**config.mk**
```make
export PLATFORM = sky130hd
export DESIGN_NAME = pcs_tx_top
export DESIGN_NICKNAME = d
export VERILOG_FILES = /design/src/pcs_pkg.sv /design/src/encoder_comparator.sv /design/src/tx_encode_fsm.sv /design/src/pcs_scrambler.sv /design/src/pcs_tx_top.sv
export SDC_FILE = /design/constraint.sdc
export NUM_CORES = 1
export LEC_CHECK = 0
export CAP_MARGIN = 40
export CORE_UTILIZATION = 60
export CTS_BUF_LIST = sky130_fd_sc_hd__clkbuf_8
export CTS_CLUSTER_SIZE = 25
export DETAILED_ROUTE_END_ITERATION = 10
export DONT_BUFFER_PORTS = 1
export PLACE_DENSITY = 0.76
export SLEW_MARGIN = 20
export SYNTH_ARGS = -nofsm -noshare
export SYNTH_HDL_FRONTEND = slang
export SYNTH_SLANG_ARGS = --single-unit
```
**constraint.sdc**
```tcl
create_clock -name i_clock -period 8.2 [get_ports i_clock]
set_input_delay 0.82 -clock i_clock [delete_from_list [all_inputs] [get_ports i_clock]]
set_output_delay 0.82 -clock i_clock [all_outputs]
set_load 0.01 [all_outputs]
```
**src/pcs_pkg.sv**
```systemverilog
package pcs_pkg;

	// Word widths fixed by the 64b/66b coding
	localparam int NB_DATA_RAW   = 64;
	localparam int NB_CTRL_RAW   = 8;
	localparam int NB_DATA_CODED = 66;
	localparam int NB_SCR_STATE  = 58;

	// CGMII control characters
	localparam logic [7:0] CGMII_START     = 8'hFB;
	localparam logic [7:0] CGMII_TERMINATE = 8'hFD;
	localparam logic [7:0] CGMII_IDLE      = 8'h07;
	localparam logic [7:0] CGMII_ERROR     = 8'hFE;
	localparam logic [7:0] CGMII_Q         = 8'h9C;
	localparam logic [7:0] CGMII_FSIG      = 8'h5C;

	// PCS side characters and ordered set codes
	localparam logic [6:0] PCS_IDLE  = 7'h00;
	localparam logic [6:0] PCS_ERROR = 7'h1E;
	localparam logic [3:0] PCS_Q     = 4'h0;
	localparam logic [3:0] PCS_FSIG  = 4'hF;

	localparam logic [1:0] DATA_SH = 2'b01;
	localparam logic [1:0] CTRL_SH = 2'b10;

	// Block type field of control blocks
	localparam logic [7:0] BTYPE_CTRL  = 8'h1E;
	localparam logic [7:0] BTYPE_S     = 8'h78;
	localparam logic [7:0] BTYPE_ORDER = 8'h4B;
	localparam logic [7:0] BTYPE_T0    = 8'h87;
	localparam logic [7:0] BTYPE_T1    = 8'h99;
	localparam logic [7:0] BTYPE_T2    = 8'hAA;
	localparam logic [7:0] BTYPE_T3    = 8'hB4;
	localparam logic [7:0] BTYPE_T4    = 8'hCC;
	localparam logic [7:0] BTYPE_T5    = 8'hD2;
	localparam logic [7:0] BTYPE_T6    = 8'hE1;
	localparam logic [7:0] BTYPE_T7    = 8'hFF;

	// Block kind bits are data, start, control and terminate from the top
	// No bit set marks an unmatched word
	typedef logic [3:0] t_type_t;

	localparam t_type_t TT_DATA  = 4'b1000;
	localparam t_type_t TT_START = 4'b0100;
	localparam t_type_t TT_CTRL  = 4'b0010;
	localparam t_type_t TT_TERM  = 4'b0001;

	typedef struct packed {
		logic [1:0]             sh;
		logic [NB_DATA_RAW-1:0] payload;
	} pcs_data_view_t;

	typedef struct packed {
		logic [1:0]  sh;
		logic [7:0]  btype;
		logic [55:0] body;
	} pcs_ctrl_view_t;

	// One coded block seen either as payload or as type plus body
	typedef union packed {
		pcs_data_view_t data;
		pcs_ctrl_view_t ctrl;
	} pcs_block_t;

endpackage

```
**src/encoder_comparator.sv**
```systemverilog
`timescale 1ns/100ps

module encoder_comparator
	import pcs_pkg::*;
(
	input  logic                   i_clock,
	input  logic                   i_reset,
	input  logic                   i_valid,
	input  logic                   i_enable,
	input  logic [NB_DATA_RAW-1:0] i_tx_data,
	input  logic [NB_CTRL_RAW-1:0] i_tx_ctrl,
	output logic                   o_valid,
	output t_type_t                o_tx_type,
	output pcs_block_t             o_tx_coded
);

	// T0 at index 0 up to T7 at index 7
	localparam logic [7:0][7:0] TERM_BTYPE = {
		BTYPE_T7, BTYPE_T6, BTYPE_T5, BTYPE_T4,
		BTYPE_T3, BTYPE_T2, BTYPE_T1, BTYPE_T0
	};

	logic [NB_DATA_RAW-1:0] tx_data;
	logic [NB_CTRL_RAW-1:0] tx_ctrl;
	logic                   valid_reg;

	// Byte 0 is the top byte of the word and bit 7 of the control vector
	logic [7:0] cgmii_byte [0:7];
	logic [6:0] pcs_char [0:7];
	logic [7:0] valid_char;
	logic [7:0] term_hit;

	logic is_data;
	logic is_start;
	logic is_q;
	logic is_fsig;
	logic is_idle;

	// Idle and error map to PCS characters and anything else is flagged
	function automatic logic [7:0] map_char(input logic [7:0] char_in);
		logic [7:0] result;
		case (char_in)
			CGMII_IDLE:  result = {1'b1, PCS_IDLE};
			CGMII_ERROR: result = {1'b1, PCS_ERROR};
			default:     result = {1'b0, PCS_ERROR};
		endcase
		return result;
	endfunction

	always_ff @(posedge i_clock)
	begin
		if (i_reset)
			valid_reg <= 1'b0;
		else if (i_enable)
			valid_reg <= i_valid;
	end

	always_ff @(posedge i_clock)
	begin
		if (i_enable && i_valid)
		begin
			tx_data <= i_tx_data;
			tx_ctrl <= i_tx_ctrl;
		end
	end

	always_comb
	begin
		for (int i = 0; i < 8; i++)
		begin
			cgmii_byte[i] = tx_data[NB_DATA_RAW-1-8*i -: 8];
			{valid_char[7-i], pcs_char[i]} = map_char(cgmii_byte[i]);
		end
	end

	// Tk needs the terminate at byte k and only idle or error after it
	always_comb
	begin
		for (int k = 0; k < 8; k++)
		begin
			term_hit[k] = (tx_ctrl == (8'hFF >> k))
				&& (cgmii_byte[k] == CGMII_TERMINATE)
				&& ((valid_char & (8'hFF >> (k + 1))) == (8'hFF >> (k + 1)));
		end
	end

	assign is_data  = (tx_ctrl == 8'h00);
	assign is_start = (tx_ctrl == 8'h80) && (cgmii_byte[0] == CGMII_START);
	assign is_q     = (tx_ctrl == 8'h80) && (cgmii_byte[0] == CGMII_Q);
	assign is_fsig  = (tx_ctrl == 8'h80) && (cgmii_byte[0] == CGMII_FSIG);
	assign is_idle  = (tx_ctrl == 8'hFF) && (tx_data == {8{CGMII_IDLE}});

	always_comb
	begin
		// Unmatched words become a block of error characters
		o_tx_type             = '0;
		o_tx_coded.ctrl.sh    = CTRL_SH;
		o_tx_coded.ctrl.btype = BTYPE_CTRL;
		o_tx_coded.ctrl.body  = {8{PCS_ERROR}};

		if (is_data)
		begin
			o_tx_type               = TT_DATA;
			o_tx_coded.data.sh      = DATA_SH;
			o_tx_coded.data.payload = tx_data;
		end
		else if (is_start)
		begin
			o_tx_type             = TT_START;
			o_tx_coded.ctrl.btype = BTYPE_S;
			o_tx_coded.ctrl.body  = tx_data[55:0];
		end
		else if (is_q || is_fsig)
		begin
			o_tx_type             = TT_CTRL;
			o_tx_coded.ctrl.btype = BTYPE_ORDER;
			o_tx_coded.ctrl.body  = {tx_data[55 -: 24], (is_q ? PCS_Q : PCS_FSIG), 28'd0};
		end
		else if (is_idle)
		begin
			o_tx_type            = TT_CTRL;
			o_tx_coded.ctrl.body = {8{PCS_IDLE}};
		end
		else if (|term_hit)
		begin
			o_tx_type            = TT_TERM;
			o_tx_coded.ctrl.body = '0;
			for (int k = 0; k < 8; k++)
			begin
				if (term_hit[k])
				begin
					o_tx_coded.ctrl.btype = TERM_BTYPE[k];
					// Data bytes packed from the top and PCS characters from the bottom
					for (int j = 0; j < 8; j++)
					begin
						if (j < k)
							o_tx_coded.ctrl.body[55-8*j -: 8] = cgmii_byte[j];
						else if (j > k)
							o_tx_coded.ctrl.body[7*(7-j)+6 -: 7] = pcs_char[j];
					end
				end
			end
		end
	end

	assign o_valid = valid_reg;

endmodule

```
**src/tx_encode_fsm.sv**
```systemverilog
`timescale 1ns/100ps

module tx_encode_fsm
	import pcs_pkg::*;
(
	input  logic       i_clock,
	input  logic       i_reset,
	input  logic       i_enable,
	input  logic       i_valid,
	input  t_type_t    i_tx_type,
	input  pcs_block_t i_tx_coded,
	output logic       o_valid,
	output logic       o_block_error,
	output pcs_block_t o_tx_block
);

	localparam logic [1:0] ST_CTRL  = 2'd0;
	localparam logic [1:0] ST_DATA  = 2'd1;
	localparam logic [1:0] ST_TERM  = 2'd2;
	localparam logic [1:0] ST_ERROR = 2'd3;

	logic [1:0] state;
	logic [1:0] next_state;
	pcs_block_t error_block;

	// Terminate is judged against the previous block only
	always_comb
	begin
		next_state = ST_ERROR;
		case (state)
			ST_CTRL, ST_TERM:
			begin
				if (i_tx_type == TT_CTRL)
					next_state = ST_CTRL;
				else if (i_tx_type == TT_START)
					next_state = ST_DATA;
			end
			ST_DATA:
			begin
				if (i_tx_type == TT_DATA)
					next_state = ST_DATA;
				else if (i_tx_type == TT_TERM)
					next_state = ST_TERM;
			end
			default:
			begin
				case (i_tx_type)
					TT_DATA:  next_state = ST_DATA;
					TT_START: next_state = ST_DATA;
					TT_TERM:  next_state = ST_TERM;
					TT_CTRL:  next_state = ST_CTRL;
					default:  next_state = ST_ERROR;
				endcase
			end
		endcase
	end

	always_comb
	begin
		error_block.ctrl.sh    = CTRL_SH;
		error_block.ctrl.btype = BTYPE_CTRL;
		error_block.ctrl.body  = {8{PCS_ERROR}};
	end

	always_ff @(posedge i_clock)
	begin
		if (i_reset)
		begin
			state         <= ST_CTRL;
			o_valid       <= 1'b0;
			o_block_error <= 1'b0;
		end
		else if (i_enable)
		begin
			o_valid       <= i_valid;
			o_block_error <= i_valid && (next_state == ST_ERROR);
			if (i_valid)
				state <= next_state;
		end
	end

	always_ff @(posedge i_clock)
	begin
		if (i_enable && i_valid)
			o_tx_block <= (next_state == ST_ERROR) ? error_block : i_tx_coded;
	end

endmodule

```
**src/pcs_scrambler.sv**
```systemverilog
`timescale 1ns/100ps

module pcs_scrambler
	import pcs_pkg::*;
#(
	parameter logic [NB_SCR_STATE-1:0] SCRAMBLER_SEED = '1
)
(
	input  logic       i_clock,
	input  logic       i_reset,
	input  logic       i_enable,
	input  logic       i_valid,
	input  pcs_block_t i_block,
	input  logic       i_block_error,
	output logic       o_valid,
	output logic       o_block_error,
	output pcs_block_t o_block
);

	// Taps of x^58 + x^39 + 1
	localparam int TAP_39 = 38;
	localparam int TAP_58 = NB_SCR_STATE - 1;

	logic [NB_SCR_STATE-1:0] scr_state;
	logic [NB_SCR_STATE-1:0] scr_next;
	logic [NB_DATA_RAW-1:0]  scr_payload;

	// Bit 0 goes first and each output bit feeds back into the state
	always_comb
	begin
		scr_next = scr_state;
		for (int i = 0; i < NB_DATA_RAW; i++)
		begin
			scr_payload[i] = i_block.data.payload[i] ^ scr_next[TAP_39] ^ scr_next[TAP_58];
			scr_next       = {scr_next[NB_SCR_STATE-2:0], scr_payload[i]};
		end
	end

	always_ff @(posedge i_clock)
	begin
		if (i_reset)
		begin
			scr_state     <= SCRAMBLER_SEED;
			o_valid       <= 1'b0;
			o_block_error <= 1'b0;
		end
		else if (i_enable)
		begin
			o_valid       <= i_valid;
			o_block_error <= i_valid && i_block_error;
			if (i_valid)
				scr_state <= scr_next;
		end
	end

	// Sync header bypasses the scrambler
	always_ff @(posedge i_clock)
	begin
		if (i_enable && i_valid)
			o_block <= {i_block.data.sh, scr_payload};
	end

endmodule

```
**src/pcs_tx_top.sv**
```systemverilog
`timescale 1ns/100ps

module pcs_tx_top
	import pcs_pkg::*;
#(
	parameter logic [NB_SCR_STATE-1:0] SCRAMBLER_SEED = '1
)
(
	input  logic                   i_clock,
	input  logic                   i_reset,
	input  logic                   i_valid,
	input  logic                   i_enable,
	input  logic [NB_DATA_RAW-1:0] i_tx_data,
	input  logic [NB_CTRL_RAW-1:0] i_tx_ctrl,
	output logic                   o_valid,
	output logic                   o_block_error,
	output pcs_block_t             o_tx_block
);

	logic       enc_valid;
	t_type_t    enc_type;
	pcs_block_t enc_coded;

	logic       fsm_valid;
	logic       fsm_error;
	pcs_block_t fsm_block;

	// Classify and encode the CGMII word
	encoder_comparator u_encoder (
		.i_clock    (i_clock),
		.i_reset    (i_reset),
		.i_valid    (i_valid),
		.i_enable   (i_enable),
		.i_tx_data  (i_tx_data),
		.i_tx_ctrl  (i_tx_ctrl),
		.o_valid    (enc_valid),
		.o_tx_type  (enc_type),
		.o_tx_coded (enc_coded)
	);

	// Sequence check
	tx_encode_fsm u_fsm (
		.i_clock       (i_clock),
		.i_reset       (i_reset),
		.i_enable      (i_enable),
		.i_valid       (enc_valid),
		.i_tx_type     (enc_type),
		.i_tx_coded    (enc_coded),
		.o_valid       (fsm_valid),
		.o_block_error (fsm_error),
		.o_tx_block    (fsm_block)
	);

	pcs_scrambler #(
		.SCRAMBLER_SEED (SCRAMBLER_SEED)
	) u_scrambler (
		.i_clock       (i_clock),
		.i_reset       (i_reset),
		.i_enable      (i_enable),
		.i_valid       (fsm_valid),
		.i_block       (fsm_block),
		.i_block_error (fsm_error),
		.o_valid       (o_valid),
		.o_block_error (o_block_error),
		.o_block       (o_tx_block)
	);

endmodule

```
==> reports/metrics.cfg <==
[global_route]
antenna_found_initial = 0
grt_use_met2_pct = 46.2
grt_overflow = 0
grt_pass1_vias = 7093
grtUsageTotal_pct = 28.3
top_usage_layer = met2
met3_usage_pct = 5.30
grt_util_met1_pct = 37.3
grt_max_degree = 80
grt_pass1_wl_mm = 41.5

[timing]
slew_headroom_pct = 44.1
tns_ps = 0
max_freq_ghz = 0.266
finalSetupViolations = 0
slew_violations = 0
tightestPinTransition_ps = 839
rsz0062_at_grt = no
fin_crit_sh_pct = 45.9
finClkSkew_ps = 22.2
hold_viol = 0
min_period_ps = 3760

[placed_design]
portBuffers = 0
dpl.hpwl_mm = 20.1
placed_area_sq_um = 11800
gp_congestion = 0.988

[clocking]
clk_latency_ps = 560
cts_sinks = 269
htreeDepth = 2
cts.hold.buffers_added = 0
cts_made_buffers = 40
clk_pin_slew_ps = 60
cts_root_buffer = clkbuf_8
cts_tree = done
cts.path.max_buffers = 3
ctsResizeCount = 0
post-cts-setup-buffers = 0

[floorplanning]
rows = 50
die_area_sq_um = 19800
die_w_um = 141
dieHeight_um = 141
num_io_pins = 144
initial_core_util_pct = 61.6
core_area_sq_um = 18800

[setup_path]
end_kind = register
start_kind = register
crit_fanout = 19
cp_data_required_time_ps = 8510
arrival_ps = 4070
criticalPathCategory = reg2reg

[synth]
async_flop_share_pct = 0
syn_area_sq_um = 11600
ys_seq_area_share_pct = 64.3
synth_area_leaders = edfxtp_1 (53%), dfxtp_1 (11%), xnor2_1 (6.4%)
postSynthAreaPerCell_sq_um = 12.3
syn_nets = 1018
ys_types = 69
synthCells = 942
synth_top_area_share_pct = 53.0
synth_top_cells_by_count = edfxtp_1 (204), nor2_1 (124), xnor2_1 (84)
synth.largest_area_cell = edfxtp_1
synth-edff-count = 204
yosys_warnings = 0
ys_seq_elements = 269
ys.flop_type = edfxtp_1
yosysMostFrequentCell = edfxtp_1

[final_layout]
synthToLayoutAreaGrowth_pct = 8.89
regArea_sq_um = 7430
multi_input_area_sq_um = 3830
diodes = 0
fill_cells = 1444
nets = 1030
fin_util_pct = 67.0
final_area_sq_um = 12600
drive_above_1_share_pct = 7.92

[min_path]
hold_path.class = in2reg

[power_and_ir_drop]
pwr-share-seq_pct = 58.3
p_sw_mw = 0.595
power_density_nw_per_um2 = 212
power_mw = 2.66
intPower_mw = 2.07
p_clk_share_pct = 38.8
vdd_drop_max_uv = 155
leakage_nw = 4.12
combPwrFrac_pct = 2.9
p_sw_share_pct = 22.3

[drt]
wire_per_inst_um = 22.7
drt-initial-drc-count = 811
drc = 0
viasPerCell = 6.19
drtAntennaViolNets = 0
routed_wl_mm = 27.6
firstDrtPassIters = 6
routed-via-count = 7551

[run]
cap_viol_max_count = 0

[status]
status = complete, no violations

## layer usage
layer,vias to the layer above,routed length [um]
li1,3476,-
met1,3624,11400
met2,381,13200
met3,70,2040
met4,0,1070
met5,-,0
## placed cells by master (no fill, tap or decap), drive strengths merged, types with 4 or more instances in the layout
cell    instances
edfxtp        204
nor2          124
xnor2          84
dfxtp          65
inv            55
o21ai          52
nand2          49
xor2           45
clkbuf         45
a22oi          33
nand3          24
o211ai         20
a221o          18
nand4          13
a21oi          13
nor4           13
nor3           11
nand4b          9
clkinv          9
buf             9
nor2b           6
nand2b          6
and2            6
or2             6
and3            5
or4             5
nand3b          5
and4            4
nor4b           4
## final timing paths
path	from	end	slack, ps	cells after the start
hold reg to reg	u_fsm.o_tx_block[65]	u_scrambler.o_block[65]	430	0
hold / removal	i_reset	u_scrambler.o_block_error	320	1
setup / recovery	u_encoder.tx_ctrl[7]	u_fsm.o_tx_block[44]	4440	9
setup reg to reg	u_encoder.tx_ctrl[7]	u_fsm.o_tx_block[44]	4440	9
## critical path, stage by stage, from the launching register on
cell,delay (ps)
edfxtp_1,470
or3b_1,490
nor4_1,560
o2111ai_1,300
nand2_1,350
nor3_1,100
nand3_2,110
and2_1,600
o31ai_2,210
a221o_1,310
## power by group through the flow
stage | Combinational (mW) | Sequential [mW] | Clock [mW]
floorplan | 0.0592 | 1.56 | 0
global placement | 0.0729 | 1.58 | 0
detailed placement | 0.0760 | 1.58 | 0
CTS | 0.0762 | 1.55 | 1.05
global route | 0.0854 | 1.55 | 1.11
finish | 0.0778 | 1.55 | 1.03
## cell families (layout without fill, tap and decap cells)
logic type | count (synthesis) | in the layout | synth area share [%]
AO/OA/AOI/OAI | 167 | 167 | 10.3
XOR/XNOR | 129 | 129 | 9.78
buffers and inverters | 76 | 119 | 2.64
flip-flops | 269 | 269 | 64.3
AND/OR/NAND/NOR | 301 | 301 | 13.0
## final cells by class
class / count / share of cell area, %
Sequential cell: 269 / 59.0
Multi-Input combinational cell: 597 / 30.4
Clock buffer: 45 / 4.92
Tap cell: 234 / 2.33
Clock inverter: 28 / 1.17
Inverter: 37 / 1.12
Timing Repair Buffer: 9 / 1.01
## through the flow
step	hold slack (ps)	worst slack, ps	cells
detailed placement	410	4520	1145
global route	311	4170	1219
floorplan	400	4680	942
CTS	300	4510	1218
global placement	405	4630	1142
finish	322	4440	1219
## registers in the layout, indices dropped and copies added, names as in the netlist
signal / cells
u_scrambler.scr_state: 58
u_encoder.o_valid: 1
u_encoder.tx_ctrl: 8
u_scrambler.o_valid: 1
u_scrambler.o_block: 66
u_fsm.o_block_error: 1
u_fsm.o_valid: 1
u_scrambler.o_block_error: 1
u_fsm.state: 2
u_encoder.cgmii_byte: 64
u_fsm.o_tx_block: 66
Note: power is estimated with default switching activity, not from simulation.
